--- config.mk ---
export PLATFORM = sky130hd
export DESIGN_NAME = alu_top
export DESIGN_NICKNAME = d
export VERILOG_FILES = /design/src/verilog/alu_pkg.sv /design/src/verilog/add_sub_unit.sv /design/src/verilog/alu_top.sv /design/src/verilog/cond_eval.sv /design/src/verilog/op_decode.sv /design/src/verilog/result_mux.sv /design/src/verilog/retire_stage.sv
export VERILOG_INCLUDE_DIRS = /design/src /design/src/verilog
export SDC_FILE = /design/constraint.sdc
export NUM_CORES = 1
export LEC_CHECK = 0
export BUFFER_PORTS_ARGS = -buffer_cell sky130_fd_sc_hd__buf_2
export CORE_MARGIN = 2
export CORE_UTILIZATION = 59
export CTS_BUF_LIST = sky130_fd_sc_hd__clkbuf_8
export DETAILED_ROUTE_END_ITERATION = 10
export HOLD_SLACK_MARGIN = 0.1
export PLACE_DENSITY_LB_ADDON = 0.12
export SLEW_MARGIN = 20
export SYNTH_ARGS = -nofsm -noshare
export SYNTH_HDL_FRONTEND = slang
export SYNTH_SLANG_ARGS = --single-unit
export TNS_END_PERCENT = 50
--- constraint.sdc ---
create_clock -name clk -period 4.6 [get_ports clk]
set_input_delay 0 -clock clk [delete_from_list [all_inputs] [get_ports clk]]
set_output_delay 0 -clock clk [all_outputs]
set_load 0.01 [all_outputs]
--- src/verilog/alu_defs.svh ---
`ifndef ALU_DEFS_SVH
`define ALU_DEFS_SVH

`define ALU_DATA_W      64
`define ALU_FLAG_W      6   // C O A S Z P, msb first
`define ALU_OP_W        13
`define ALU_OPC_W       8
`define ALU_COND_W      4
`define ALU_COND_LSB    8
`define ALU_NOFLAGS_BIT 12

// opcode field, operation[7:0]
`define OP_ADD64    8'd0
`define OP_ADD32    8'd1
`define OP_SUB64    8'd2
`define OP_SUB32    8'd3
`define OP_AND64    8'd4
`define OP_AND32    8'd5
`define OP_OR64     8'd6
`define OP_OR32     8'd7
`define OP_XOR64    8'd8
`define OP_XOR32    8'd9
`define OP_MOV64    8'd10
`define OP_MOV32    8'd11
`define OP_ZXT8_64  8'd12
`define OP_ZXT16_64 8'd13
`define OP_SXT8_64  8'd14
`define OP_SXT16_64 8'd15
`define OP_SXT32_64 8'd16
`define OP_CMOV64   8'd17
`define OP_CSET     8'd18

// even codes only, bit 0 set means inverted
`define COND_Z   4'd0
`define COND_S   4'd2
`define COND_UGT 4'd4
`define COND_UGE 4'd6
`define COND_SGT 4'd8
`define COND_SGE 4'd10
`define COND_O   4'd12
`define COND_P   4'd14

`endif

--- src/verilog/alu_pkg.sv ---
`default_nettype none

`include "alu_defs.svh"

package alu_pkg;

  typedef logic [`ALU_DATA_W-1:0] data_t;
  typedef logic [`ALU_FLAG_W-1:0] flags_t;
  typedef logic [`ALU_OPC_W-1:0]  opcode_t;
  typedef logic [`ALU_COND_W-1:0] cond_t;
  typedef logic [`ALU_OP_W-1:0]   op_word_t;

  typedef enum logic [2:0] {
    CLS_ADD,
    CLS_LOGIC,
    CLS_MOV,
    CLS_EXT,
    CLS_CMOV,
    CLS_CSET,
    CLS_NONE  // illegal opcode
  } op_class_e;

endpackage

`default_nettype wire

--- src/verilog/add_sub_unit.sv ---
`timescale 1ns/1ns
`default_nettype none

module add_sub_unit (
  input  alu_pkg::data_t a,
  input  alu_pkg::data_t b,
  input  logic           sub,
  output alu_pkg::data_t sum,
  output logic           carry4,
  output logic           carry32,
  output logic           carry64
);

  alu_pkg::data_t b_eff;

  assign b_eff = sub ? ~b : b;  // a - b = a + ~b + 1

  assign {carry64, sum} = {1'b0, a} + {1'b0, b_eff} + {64'b0, sub};

  // carry into bit k recovered from the sum bit
  assign carry4  = a[4] ^ b_eff[4] ^ sum[4];
  assign carry32 = a[32] ^ b_eff[32] ^ sum[32];

endmodule

`default_nettype wire

--- src/verilog/alu_top.sv ---
`timescale 1ns/1ns
`default_nettype none

`include "alu_defs.svh"

module alu_top (
  input  logic              clk,
  input  logic              rst,
  input  logic              data_en,
  input  alu_pkg::op_word_t operation,
  input  alu_pkg::data_t    val1,
  input  alu_pkg::data_t    val2,
  input  alu_pkg::flags_t   flags_in,
  input  logic              thread,
  input  logic              except,
  input  logic              except_thread,
  output alu_pkg::data_t    result,
  output alu_pkg::flags_t   flags,
  output logic              sets_flags,
  output logic              ret_en
);

  alu_pkg::op_class_e op_class;
  alu_pkg::opcode_t   opcode;
  alu_pkg::cond_t     cond;
  alu_pkg::data_t     sum;
  alu_pkg::data_t     result_d;
  logic is_32, is_sub, sets_flags_req;
  logic carry4, carry32, carry64;
  logic cond_true;
  logic val1_sign, val2_sign;

  assign opcode = operation[`ALU_OPC_W-1:0];
  assign val1_sign = is_32 ? val1[31] : val1[63];  // sign bit of the op width
  assign val2_sign = is_32 ? val2[31] : val2[63];

  op_decode u_decode (
    .operation      (operation),
    .op_class       (op_class),
    .is_32          (is_32),
    .is_sub         (is_sub),
    .cond           (cond),
    .sets_flags_req (sets_flags_req)
  );

  add_sub_unit u_add (
    .a       (val1),
    .b       (val2),
    .sub     (is_sub),
    .sum     (sum),
    .carry4  (carry4),
    .carry32 (carry32),
    .carry64 (carry64)
  );

  cond_eval u_cond (
    .flags     (flags_in),
    .cond      (cond),
    .cond_true (cond_true)
  );

  result_mux u_mux (
    .op_class  (op_class),
    .opcode    (opcode),
    .is_32     (is_32),
    .val1      (val1),
    .val2      (val2),
    .sum       (sum),
    .cond_true (cond_true),
    .result    (result_d)
  );

  retire_stage u_retire (
    .clk            (clk),
    .rst            (rst),
    .data_en        (data_en),
    .thread         (thread),
    .except         (except),
    .except_thread  (except_thread),
    .op_class       (op_class),
    .is_32          (is_32),
    .is_sub         (is_sub),
    .sets_flags_req (sets_flags_req),
    .result_d       (result_d),
    .val1_sign      (val1_sign),
    .val2_sign      (val2_sign),
    .carry4         (carry4),
    .carry32        (carry32),
    .carry64        (carry64),
    .result         (result),
    .flags          (flags),
    .sets_flags     (sets_flags),
    .ret_en         (ret_en)
  );

endmodule

`default_nettype wire

--- src/verilog/cond_eval.sv ---
`timescale 1ns/1ns
`default_nettype none

`include "alu_defs.svh"

module cond_eval (
  input  alu_pkg::flags_t flags,
  input  alu_pkg::cond_t  cond,
  output logic            cond_true
);

  logic c_f, o_f, s_f, z_f, p_f;
  logic base;

  assign {c_f, o_f} = flags[5:4];  // aux carry in bit 3 has no condition
  assign {s_f, z_f, p_f} = flags[2:0];

  always_comb begin
    case ({cond[3:1], 1'b0})
      `COND_Z:   base = z_f;
      `COND_S:   base = s_f;
      `COND_UGT: base = ~(c_f | z_f);
      `COND_UGE: base = ~c_f;
      `COND_SGT: base = ~((s_f ^ o_f) | z_f);
      `COND_SGE: base = ~(s_f ^ o_f);
      `COND_O:   base = o_f;
      `COND_P:   base = p_f;
      default:   base = 1'b0;
    endcase
  end

  assign cond_true = base ^ cond[0];  // odd codes invert

endmodule

`default_nettype wire

--- src/verilog/op_decode.sv ---
`timescale 1ns/1ns
`default_nettype none

`include "alu_defs.svh"

module op_decode (
  input  alu_pkg::op_word_t  operation,
  output alu_pkg::op_class_e op_class,
  output logic               is_32,
  output logic               is_sub,
  output alu_pkg::cond_t     cond,
  output logic               sets_flags_req
);

  alu_pkg::opcode_t opc;

  assign opc = operation[`ALU_OPC_W-1:0];

  always_comb begin
    op_class = alu_pkg::CLS_NONE;
    is_32 = 1'b0;
    is_sub = 1'b0;
    case (opc)
      `OP_ADD64: op_class = alu_pkg::CLS_ADD;
      `OP_ADD32: begin
        op_class = alu_pkg::CLS_ADD;
        is_32 = 1'b1;
      end
      `OP_SUB64: begin
        op_class = alu_pkg::CLS_ADD;
        is_sub = 1'b1;
      end
      `OP_SUB32: begin
        op_class = alu_pkg::CLS_ADD;
        is_sub = 1'b1;
        is_32 = 1'b1;
      end
      `OP_AND64, `OP_OR64, `OP_XOR64: op_class = alu_pkg::CLS_LOGIC;
      `OP_AND32, `OP_OR32, `OP_XOR32: begin
        op_class = alu_pkg::CLS_LOGIC;
        is_32 = 1'b1;
      end
      `OP_MOV64: op_class = alu_pkg::CLS_MOV;
      `OP_MOV32: begin
        op_class = alu_pkg::CLS_MOV;
        is_32 = 1'b1;
      end
      `OP_ZXT8_64, `OP_ZXT16_64, `OP_SXT8_64, `OP_SXT16_64, `OP_SXT32_64:
        op_class = alu_pkg::CLS_EXT;
      `OP_CMOV64: op_class = alu_pkg::CLS_CMOV;
      `OP_CSET:   op_class = alu_pkg::CLS_CSET;
      default:    op_class = alu_pkg::CLS_NONE;
    endcase
  end

  assign cond = operation[`ALU_COND_LSB +: `ALU_COND_W];

  // only add/sub and logic ops write flags, bit 12 suppresses
  assign sets_flags_req = ~operation[`ALU_NOFLAGS_BIT] &&
    (op_class == alu_pkg::CLS_ADD || op_class == alu_pkg::CLS_LOGIC);

endmodule

`default_nettype wire

--- src/verilog/result_mux.sv ---
`timescale 1ns/1ns
`default_nettype none

`include "alu_defs.svh"

module result_mux (
  input  alu_pkg::op_class_e op_class,
  input  alu_pkg::opcode_t   opcode,
  input  logic               is_32,
  input  alu_pkg::data_t     val1,
  input  alu_pkg::data_t     val2,
  input  alu_pkg::data_t     sum,
  input  logic               cond_true,
  output alu_pkg::data_t     result
);

  alu_pkg::data_t wide;

  always_comb begin
    wide = '0;
    case (op_class)
      alu_pkg::CLS_ADD: wide = sum;
      alu_pkg::CLS_LOGIC: begin
        case (opcode)
          `OP_AND64, `OP_AND32: wide = val1 & val2;
          `OP_OR64, `OP_OR32:   wide = val1 | val2;
          default:              wide = val1 ^ val2;
        endcase
      end
      alu_pkg::CLS_MOV: wide = val2;
      alu_pkg::CLS_EXT: begin
        case (opcode)
          `OP_ZXT8_64:  wide = {56'b0, val2[7:0]};
          `OP_ZXT16_64: wide = {48'b0, val2[15:0]};
          `OP_SXT8_64:  wide = {{56{val2[7]}}, val2[7:0]};
          `OP_SXT16_64: wide = {{48{val2[15]}}, val2[15:0]};
          default:      wide = {{32{val2[31]}}, val2[31:0]};  // sxt32
        endcase
      end
      alu_pkg::CLS_CMOV: wide = cond_true ? val2 : val1;
      alu_pkg::CLS_CSET: wide = {63'b0, cond_true};
      default: wide = '0;
    endcase
  end

  // 32-bit forms clear the upper half
  assign result = is_32 ? {32'b0, wide[31:0]} : wide;

endmodule

`default_nettype wire

--- src/verilog/retire_stage.sv ---
`timescale 1ns/1ns
`default_nettype none

module retire_stage (
  input  logic               clk,
  input  logic               rst,
  input  logic               data_en,
  input  logic               thread,
  input  logic               except,
  input  logic               except_thread,
  input  alu_pkg::op_class_e op_class,
  input  logic               is_32,
  input  logic               is_sub,
  input  logic               sets_flags_req,
  input  alu_pkg::data_t     result_d,
  input  logic               val1_sign,
  input  logic               val2_sign,
  input  logic               carry4,
  input  logic               carry32,
  input  logic               carry64,
  output alu_pkg::data_t     result,
  output alu_pkg::flags_t    flags,
  output logic               sets_flags,
  output logic               ret_en
);

  alu_pkg::op_class_e class_q;
  logic is_32_q, is_sub_q;
  logic carry4_q, carry32_q, carry64_q;
  logic val1_sign_q, val2_sign_q;
  logic except_q, except_thread_q;
  logic kill;
  logic c_f, o_f, a_f, s_f, z_f, p_f;
  logic arith, logic_op;

  // same-thread exception now or one cycle back
  assign kill = (except && except_thread == thread) ||
                (except_q && except_thread_q == thread);

  always_ff @(posedge clk) begin
    if (rst) begin
      result <= '0;
      class_q <= alu_pkg::CLS_NONE;
      is_32_q <= 1'b0;
      is_sub_q <= 1'b0;
      sets_flags <= 1'b0;
      ret_en <= 1'b0;
      except_q <= 1'b0;
      except_thread_q <= 1'b0;
    end else begin
      result <= result_d;
      class_q <= op_class;
      is_32_q <= is_32;
      is_sub_q <= is_sub;
      sets_flags <= data_en && sets_flags_req;
      ret_en <= data_en && op_class != alu_pkg::CLS_NONE && !kill;
      except_q <= except;
      except_thread_q <= except_thread;
    end
  end

  always_ff @(posedge clk) begin
    carry4_q <= carry4;
    carry32_q <= carry32;
    carry64_q <= carry64;
    val1_sign_q <= val1_sign;
    val2_sign_q <= val2_sign;
  end

  assign arith = class_q == alu_pkg::CLS_ADD;
  assign logic_op = class_q == alu_pkg::CLS_LOGIC;

  assign c_f = arith && ((is_32_q ? carry32_q : carry64_q) ^ is_sub_q);  // borrow on sub
  assign a_f = arith && (carry4_q ^ is_sub_q);
  assign s_f = is_32_q ? result[31] : result[63];
  // operands agree in sign (b inverted for sub), result does not
  assign o_f = arith && (val1_sign_q == (val2_sign_q ^ is_sub_q)) && (s_f != val1_sign_q);
  assign z_f = is_32_q ? (result[31:0] == 32'b0) : (result == '0);
  assign p_f = ~^result[7:0];

  assign flags = (arith || logic_op) ? {c_f, o_f, a_f, s_f, z_f, p_f} : '0;

endmodule

`default_nettype wire
* Yosys cells after proc, flatten, opt, wreduce, memory -nomap -nowiden *
Index checks and enable logic that the tools add are counted.

word-level totals
  output and inout port bits = 72
  register bits after elaboration = 78
  word-level logic and storage cells = 117
  bits of input ports = 153

operators by class
  mux-type cells = 15
  add/subtract/negate cells = 2
  reduce and logical (&&, ||, !) cells = 30
  bitwise gates (word level) = 20
  equal/unequal tests = 36

operators with widths
  operator            number
  $pmux 64 s6         1
  $pmux 64 s4         1
  $mux 64             2
  $pmux 64 s2         1
  $add 64x64->65      1
  $add 65x1->65       1
  $and 64x64->64      1
  $eq 8x4->1 const B  8
  $logic_not 64->1    1
  $not 64->64         1
  $or 64x64->64       1
  $xor 64x64->64      1
  $eq 8x3->1 const B  4
  $logic_not 32->1    1
  $eq 8x5->1 const B  3
  $eq 3x3->1 const B  6
  $pmux 3 s6          1
  $eq 8x2->1 const B  2
  $eq 3x2->1 const B  4
  $reduce_or 6->1     2
  $logic_and 1x1->1   10
  $reduce_or 2->1     5
  $eq 3x1->1 const B  3
  $logic_not 3->1     3
  other kinds (16)    39

* Logic depth before layout (Yosys ltp) *
Gate-level depths: netlist of the first run.

  depth after elaboration = 7
  depth in mapped cells = 17
  mapped depth without buffers = 15

* Hierarchy *
A second synthesis of the first run with hierarchy kept.

second synthesis, totals
  cells, all modules = 1698
  area total of the unflattened synthesis = 12568.3 sq um

modules (own cells, without submodules)
  module        instances  cells an instance  sequential area each (sq um)  area each (sq um)
  result_mux    1          796                0.0                           5350.1
  add_sub_unit  1          650                0.0                           4545.6
  retire_stage  1          216                1561.5                        2424.8
  op_decode     1          23                 0.0                           142.6
  cond_eval     1          11                 0.0                           82.6
  alu_top       1          2                  0.0                           22.5

* Least setup slack after synthesis of the first run *
Ideal clock, no wire load.

  path kind = input port to flip-flop
  start = input operation[5]
  end = register u_retire.result[41]
  stages on the path = 16
  slack = 0.750 ns
  setup time = 0.117 ns
  path buffers = 2
  data required time = 4.483 ns
  data arrival time = 3.733 ns
  path through = nor4_4 > nand3_1 > clkbuf_1 > buf_1 > xnor2_1 > ha_1 > a21oi_1 > nand2_1 > a221oi_1 > o41ai_1 > a31o_2 > o21a_1 > a21oi_1 > nor2_1 > or3_1 > a32o_1

on the way
  longest elaborated chain between the ends = 7
  elaborated cells between the ends (all ways) = 43
  classes of those cells = 2 x add/sub; 23 x eq/ne; 7 x mux; 11 x reduce/logical

RTL lines
  element                           RTL line            text
  start: declaration                alu_top.sv:10       input alu_pkg::op_word_t operation,
  $eq 8x2->1                        op_decode.sv:23     case (opc)
  $reduce_or 2->1 (no source line)  --
  $mux 1                            op_decode.sv:23
  $mux 64                           add_sub_unit.sv:16  assign b_eff = sub ? ~b : b;
  $add 64x64->65                    add_sub_unit.sv:18  assign {carry64, sum} = {1'b0, a} + {1'b0, b_eff} + {64'b0, sub};
  $add 65x1->65                     add_sub_unit.sv:18
  $pmux 64 s6                       result_mux.sv:21    case (op_class)
  end signal: assignment            retire_stage.sv:51  result <= result_d;
  end: declaration                  retire_stage.sv:21  output alu_pkg::data_t result,

Parallel ways exist; a longest one is shown, timed or not.
A chain may end at the register's enable or synchronous reset.

* Final worst setup path of the first run *
  start = input operation[4]
  end = register u_retire.result[28]

on the way
  longest elaborated chain between the ends = 7
  elaborated cells between the ends (all ways) = 40
  classes of those cells = 2 x add/sub; 23 x eq/ne; 6 x mux; 9 x reduce/logical

RTL lines
  element                           RTL line
  $eq 8x2->1                        op_decode.sv:23
  $reduce_or 2->1 (no source line)  --
  $mux 1                            op_decode.sv:23
  $mux 64                           add_sub_unit.sv:16
  $add 64x64->65                    add_sub_unit.sv:18
  $add 65x1->65                     add_sub_unit.sv:18
  $pmux 64 s6 (*)                   result_mux.sv:21

Every way passes the cells marked *; elsewhere a longest branch is shown, timed or not.

==> qor.yml, run 1 <==
synth:
  seq_area_frac_synth_pct: 13.01
  synthSimpleGateAreaFrac_pct: 16.27
  synth_top_family_by_area: "compound AO/OA/AOI/OAI gates"
  netlist_instances: 1670
  synth_top_cells_by_count: "200 x ha_1, 183 x inv_1, 180 x a21oi_1"
  synth.avg_cell_area_um2: 7.189
  synth_xor_area_share_pct: 8.828
  synthAdderAreaFrac_pct: 21.01
  synth_area_um2: 12010
  yosys_most_used_dff: "dfxtp_1"
  synth_async_sr_flop_share_pct: 0
  synth-edff-count: 0
  yosys_register_bits: 78
  synth_cell_types: 76
  yosysWarnings: 0
  synth_top_area_share_pct: 20.84
  synth_fp_nets: 2024
  muxShareOfSynthArea_pct: 2.762
  synthMostInstantiatedCell: "ha_1"
  yosysTopAreaCell: "ha_1"
  synthTopCellsByArea: "ha_1 21%, dfxtp_1 13%, a21oi_1 7.5%"
  synth_compound_area_share_pct: 29.35
worst_setup_path:
  r2r_end: "u_retire.ret_en"
  cp.arrival_ns: 4.68
  path_max_fanout: 28
  worstReg2RegStart: "u_retire.except_thread_q"
  max_stage_delay_ns: 0.57
  crit_required_ns: 4.92
  slowest_stage: "dlygate4sd3_1"
  cp-end-kind: "register"
  crit_chain: "dlygate4sd3_1 > buf_2 > nor4_4 > nand3_4 > buf_6 > xnor2_1 > ha_1 > and2b_1 > o31a_1 > o31a_2 > a41oi_2 > a21oi_1 > or2_2 > a21oi_1 > xnor2_1 > nand2_1 > a31oi_1 > dlygate4sd3_1"
  crit_path_end: "u_retire.result[28]"
  r2r_slack_ns: 3.20
  startpoint: "operation[4]"
  ff2ff_path_depth: 4
  critPathLaunchType: "input port"
  critPathKind: "in2reg"
route:
  drt-initial-drc-count: 1109
  avgRoutedWirePerCell_um: 18.23
  num_vias: 13700
  viasPerCell: 6.092
  first_pass_iters: 5
  drc: 0
  drt-total-wl_mm: 41.00
  antenna_left: 0
global_routing:
  grt_max_degree: 59
  grt_pass1_vias: 12682
  grt_overflow_total: 0
  grt_pass1_wl_mm: 64.88
  track_usage_pct: 36.92
  grt_antenna_before_repair: 0
die:
  die-height_um: 146.6
  die_x_um: 146.6
  die_area_um2: 21500
  io_pins: 225
  initial_core_util_pct: 59.71
  core_um2: 20100
  num_rows: 52
cells_and_area:
  syn2layout_area_growth_pct: 24.53
  final_cells: 2249
  utilization_pct: 74.37
  finalNetCount: 2327
  drive_gt1_share_pct: 14.26
placement:
  dpl_worst_slack_ns: 0.5141
  hpwl_mm: 29.55
  gp_congestion: 0.9648
  dp.cells: 2092
  io_buffers: 223
timing:
  period_share_pct: 94.66
  fin_crit_ns: 4.354
  slew_headroom_pct: 38.37
  fmax_mhz: 229.7
  finalWorstSetupSlack_ns: 0.2456
  fin_tns_setup_ns: 0
  rsz0062_at_grt: "false"
  hold_viol: 0
  setup_viol: 0
  final_max_slew_viol_count: 0
  skew_ns: 0.0001716
  worst_pin_slew_ns: 0.9213
pwr:
  power.density_nw_per_um2: 163.5
  max-vdd-ir-drop_mv: 0.1088
  p_leak_nw: 7.072
clock_tree:
  clock-root-buffer: "clkbuf_8"
  clock_sink_count: 78
  cts_max_path_buffers: 2
  h-tree-depth: 3
  clkSlewWorstSetupHoldPaths_ns: 0.10
  clock_latency_ns: 0.39
  cts_setup_buffers: 0
  cts_buffers: 9
  cts_tree: "done"
flow_run:
  drv_cap: 0
hold_path:
  min_from: "operation[2]"
  hold_class: "in2reg"
outcome:
  status: "finished, final reports clean"
state kept, by name (all words and copies together) (netlist names):
register	flops
u_retire.is_sub_q	1
u_retire.except_q	1
u_retire.is_32_q	1
u_retire.except_thread_q	1
u_retire.val1_sign_q	1
u_retire.carry32_q	1
u_retire.carry64_q	1
u_retire.class_q	3
u_retire.sets_flags	1
u_retire.val2_sign_q	1
u_retire.result	64
u_retire.ret_en	1
u_retire.carry4_q	1
logic make-up (layout without fill, tap and decap cells):
group	after synthesis	in the layout
flops	78	78
other cells	0	1
fa+ha+maj	201	201
buf+inv	276	584
xor+xnor	121	121
compound gates	550	550
mux	33	33
simple gates	411	411
where the power goes:
part           switching (mW)  total, mW  leakage [nW]  internal (mW)
Combinational           0.671       1.15          6.34          0.477
Clock                   0.347      0.607         0.103          0.260
Sequential            0.00529      0.690         0.631          0.684
Total                    1.02       2.44          7.07           1.42
repair_timing:
item,in CTS,in global routing
gates resized for setup,0,3
hold endpoints to repair,76,0
endpoints found under the setup margin,0,10
hold buffers,140,0
layout make-up:
cell class | instances | area (um2)
multi-input cells | 1316 | 9460
fillers | 1604 | 5154
repair buffers | 384 | 2694
flip-flops and latches | 78 | 1562
inverters | 184 | 690.7
well taps | 270 | 337.8
clock buffers | 9 | 123.9
clock inverters | 7 | 80.08
diodes | 1 | 2.502
metrics by stage:
stage          hold WS [ns]  power [mW]  area [um2]
5_1_grt              0.1469       2.590       14950
4_1_cts              0.1066       2.410       14930
6_report             0.1329       2.444       14950
3_5_place_dp         0.1699       1.757       13330
2_1_floorplan       0.07161       1.432       12010
3_3_place_gp         0.1688       1.740       13320
worst min-delay path by stage:
stage / to / cells past startpoint
after floorplan: u_retire.except_q / 1
after global placement: u_retire.sets_flags / 2
after detailed placement: u_retire.sets_flags / 2
after CTS: u_retire.result[2] / 5
after global routing: u_retire.result[7] / 3
final: u_retire.class_q[1] / 5
cells in the final DEF (no fill, tap or decap), types with 13 or more instances in the layout:
cell / synthesis / routed
xor2_1: 20 / 20
nand2_1: 127 / 126
nand3_1: 22 / 21
nor2_1: 127 / 126
nor3_1: 18 / 18
o21ai_0: 69 / 69
buf_2: 14 / 222
buf_4: 0 / 20
o21bai_1: 19 / 19
and3_1: 14 / 14
nand4_1: 26 / 26
a21o_1: 34 / 34
a21oi_1: 180 / 180
ha_1: 200 / 200
o211ai_1: 13 / 13
mux2i_1: 32 / 32
a211oi_1: 51 / 51
o21ai_1: 39 / 37
a31oi_1: 22 / 22
dfxtp_1: 78 / 78
a221oi_1: 46 / 46
xnor2_1: 101 / 101
dlygate4sd3_1: 0 / 140
nor4_1: 17 / 17
inv_1: 183 / 183
worst max-delay path: cells and delay by family:
family,cells,cell delay (ns)
and+or+nand+nor,5,1.04
adders and majority gates,1,0.36
xor gates and xnor gates,2,0.33
AOI/OAI and AO/OA,6,1.45
buffers and inverters,4,1.49
routing by layer:
metal | vias up | GRT usage [%] | share of wire [%] | wire, um
met5 | - | 0 | 0 | 0
met4 | 0 | 12.82 | 2.6 | 1086
met3 | 101 | 6.188 | 8.7 | 3572
met2 | 668 | 59.18 | 45 | 18500
met1 | 6373 | 50.13 | 44 | 17840
li1 | 6558 | - | - | -
Power figures use the tool's default switching activity.
==> run 2, diff against run 1 <==
PLACE_DENSITY = 0.9   (was unset)
PLACE_DENSITY_LB_ADDON = unset   (was 0.12)
REMOVE_ABC_BUFFERS = 1   (was unset)
==> run 2 against run 1 <==
Against the previous run: sequential power hardly changed; register-to-register slack better by 0.51 ns; maximum frequency is 2.3% lower; worst setup slack got worse by 0.10 ns; count of clock-buffer cells in the layout did not move; largest cell class unchanged; final cell count about the same; routed wire length rose by 5.6%; sequential cell count unchanged; critical path type unchanged; critical path depth is 2 lower.
==> qor.yml, run 2 (synthesis results as in run 1) <==
cells_and_area:
  syn2layout_area_growth_pct: 23.82  # was 24.53%
  drive_gt1_share_pct: 14.18  # was 14.26%
  largest_register_ffs: 64  # unchanged
  finalNetCount: 2324  # was 2327
  top_regs: "u_retire.result x64, u_retire.class_q x3"  # unchanged
  utilization_pct: 73.94  # was 74.37%
  final_common_cell: "buf_2"  # unchanged
  top_register: "u_retire.result"  # unchanged
  most-common-layout-cells: "222 x buf_2, 200 x ha_1, 187 x inv_1, 179 x a21oi_1, 136 x dlygate4sd3_1"  # was 222 x buf_2, 200 x ha_1, 183 x inv_1, 180 x a21oi_1, 140 x dlygate4sd3_1
worst_setup_path:
  cp-end-kind: "register"  # unchanged
  r2r_slack_ns: 3.71  # was 3.20 ns
  critPathKind: "in2reg"  # unchanged
  cp.arrival_ns: 4.79  # was 4.68 ns
  path_max_fanout: 8  # was 28
  worstReg2RegStart: "u_retire.except_thread_q"  # unchanged
  startpoint: "operation[4]"  # unchanged
  ff2ff_path_depth: 3  # was 4
  r2r_end: "u_retire.ret_en"  # unchanged
  crit_required_ns: 4.93  # was 4.92 ns
  crit_path_end: "u_retire.result[22]"  # was u_retire.result[28]
  critPathLaunchType: "input port"  # unchanged
clock_tree:
  clock_latency_ns: 0.38  # was 0.39 ns
  cts_tree: "done"  # unchanged
  clock_sink_count: 78  # unchanged
  cts_setup_buffers: 0  # unchanged
  cts_max_path_buffers: 2  # unchanged
  cts_buffers: 9  # unchanged
  h-tree-depth: 3  # unchanged
  clock-root-buffer: "clkbuf_8"  # unchanged
  clkSlewWorstSetupHoldPaths_ns: 0.09  # was 0.10 ns
global_routing:
  grt_pass1_wl_mm: 68.99  # was 64.88 mm
  grt_overflow_total: 0  # unchanged
  track_usage_pct: 39.08  # was 36.92%
  grt_antenna_before_repair: 2  # was 0
  grt_pass1_vias: 13949  # was 12682
  grt_max_degree: 64  # was 59
route:
  drt-total-wl_mm: 43.29  # was 41.00 mm
  avgRoutedWirePerCell_um: 19.27  # was 18.23 um
  first_pass_iters: 6  # was 5
  antenna_left: 0  # unchanged
  num_vias: 14294  # was 13700
  drt-initial-drc-count: 1298  # was 1109
  route.met3.wl_mm: 4.118  # was 3.572 mm
  viasPerCell: 6.361  # was 6.092
  wl_met2_mm: 20.26  # was 18.50 mm
  dr.max_layer_used: "met4"  # unchanged
  drc: 0  # unchanged
  met1_length_mm: 16.91  # was 17.84 mm
flow_run:
  drv_cap: 0  # unchanged
die:
  io_pins: 225  # unchanged
  die-height_um: 146.6  # unchanged
  die_x_um: 146.6  # unchanged
  num_rows: 52  # unchanged
  core_um2: 20100  # unchanged
  die_area_um2: 21500  # unchanged
  initial_core_util_pct: 59.71  # unchanged
pwr:
  max-vdd-ir-drop_mv: 0.1190  # was 0.1088 mV
  finalPower_mw: 2.334  # was 2.444 mW
  power.density_nw_per_um2: 157.0  # was 163.5 nW/um2
  p_leak_nw: 7.037  # was 7.072 nW
timing:
  worst_pin_slew_ns: 1.075  # was 0.9213 ns
  rsz0062_at_grt: "false"  # unchanged
  fmax_mhz: 224.4  # was 229.7 MHz
  skew_ns: 0.0003752  # was 0.0001716 ns
  period_share_pct: 96.89  # was 94.66%
  fin_tns_setup_ns: 0  # unchanged
  hold_viol: 0  # unchanged
  final_max_slew_viol_count: 0  # unchanged
  finalHoldWorstSlack_ns: 0.1389  # was 0.1329 ns
  slew_headroom_pct: 28.08  # was 38.37%
  fin_crit_ns: 4.457  # was 4.354 ns
  setup_viol: 0  # unchanged
hold_path:
  hold_class: "in2reg"  # unchanged
placement:
  io_buffers: 223  # unchanged
  gp_congestion: 0.9804  # was 0.9648
  hpwl_mm: 29.96  # was 29.55 mm
outcome:
  status: "finished, final reports clean"  # unchanged
[run 2: cell count changes in the layout (fill, tap and decap cells not counted), moves of 2 or more]
cell,before,now
diode_2,1,3
inv_1,183,187
o21ai_2,0,2
inv_6,3,0
dlygate4sd3_1,140,136
[run 2: routing by layer]
layer | global-route usage, % | up-vias
met1 | 47.81 | 6656
li1 | - | 6549
met2 | 66.20 | 900
met5 | 0 | -
met4 | 21.12 | 0
met3 | 5.625 | 189
[run 2: what timing repair did]
action                                  CTS  global route
resized for setup                         0             3
hold buffers                            136             0
hold endpoints to repair                 74             0
endpoints found under the setup margin    0             4
[run 2: report_power, final]
group / leakage [nW] / internal (mW) / switching (mW)
clock network: 0.0939 / 0.184 / 0.299
registers: 0.631 / 0.684 / 0.00547
logic: 6.31 / 0.479 / 0.683
total: 7.04 / 1.35 / 0.987
[run 2: critical path, stage by stage]
cell and delay (ns):
dlygate4sd3_1 0.55, buf_2 0.16, or4_1 0.68, nor2_1 0.24, nor2_1 0.11, ha_1 0.22
a21boi_1 0.18, o41ai_2 0.56, nand2_1 0.25, nor4_4 0.67, buf_4 0.28, o21ai_1 0.08
nand2_1 0.08, dlygate4sd3_1 0.56, a21oi_1 0.06, nor2_1 0.10
[run 2: through the flow]
| stage | setup slack [ns] | instances | area [um2] |
|---|---|---|---|
| 2_1_floorplan | -1.570 | 1578 | 11640 |
| 3_3_place_gp | 0.4977 | 2093 | 13340 |
| 3_5_place_dp | 0.4266 | 2093 | 13340 |
| 4_1_cts | 0.2198 | 2244 | 14850 |
| 5_1_grt | 0.02619 | 2246 | 14860 |
| 6_report | 0.1429 | 2247 | 14870 |
[run 2: final cells by class]
type,instances,area [um2]
sequential,78,1562
clock inverter,6,25.02
antenna,3,7.507
multi-input combinational,1316,9449
clock buffer,9,123.9
fill,1479,5239
timing repair buffer,381,2670
inverter,184,690.7
tap,270,337.8
[run 2: worst min-delay path by stage]
stage / start / to / slack [ns] / cells past startpoint
2_1_floorplan: rst / u_retire.except_q / 0.07 / 1
3_3_place_gp: operation[12] / u_retire.sets_flags / 0.17 / 2
3_5_place_dp: operation[12] / u_retire.sets_flags / 0.17 / 2
4_1_cts: thread / u_retire.ret_en / 0.13 / 4
5_1_grt: thread / u_retire.ret_en / 0.16 / 4
6_report: thread / u_retire.ret_en / 0.14 / 4
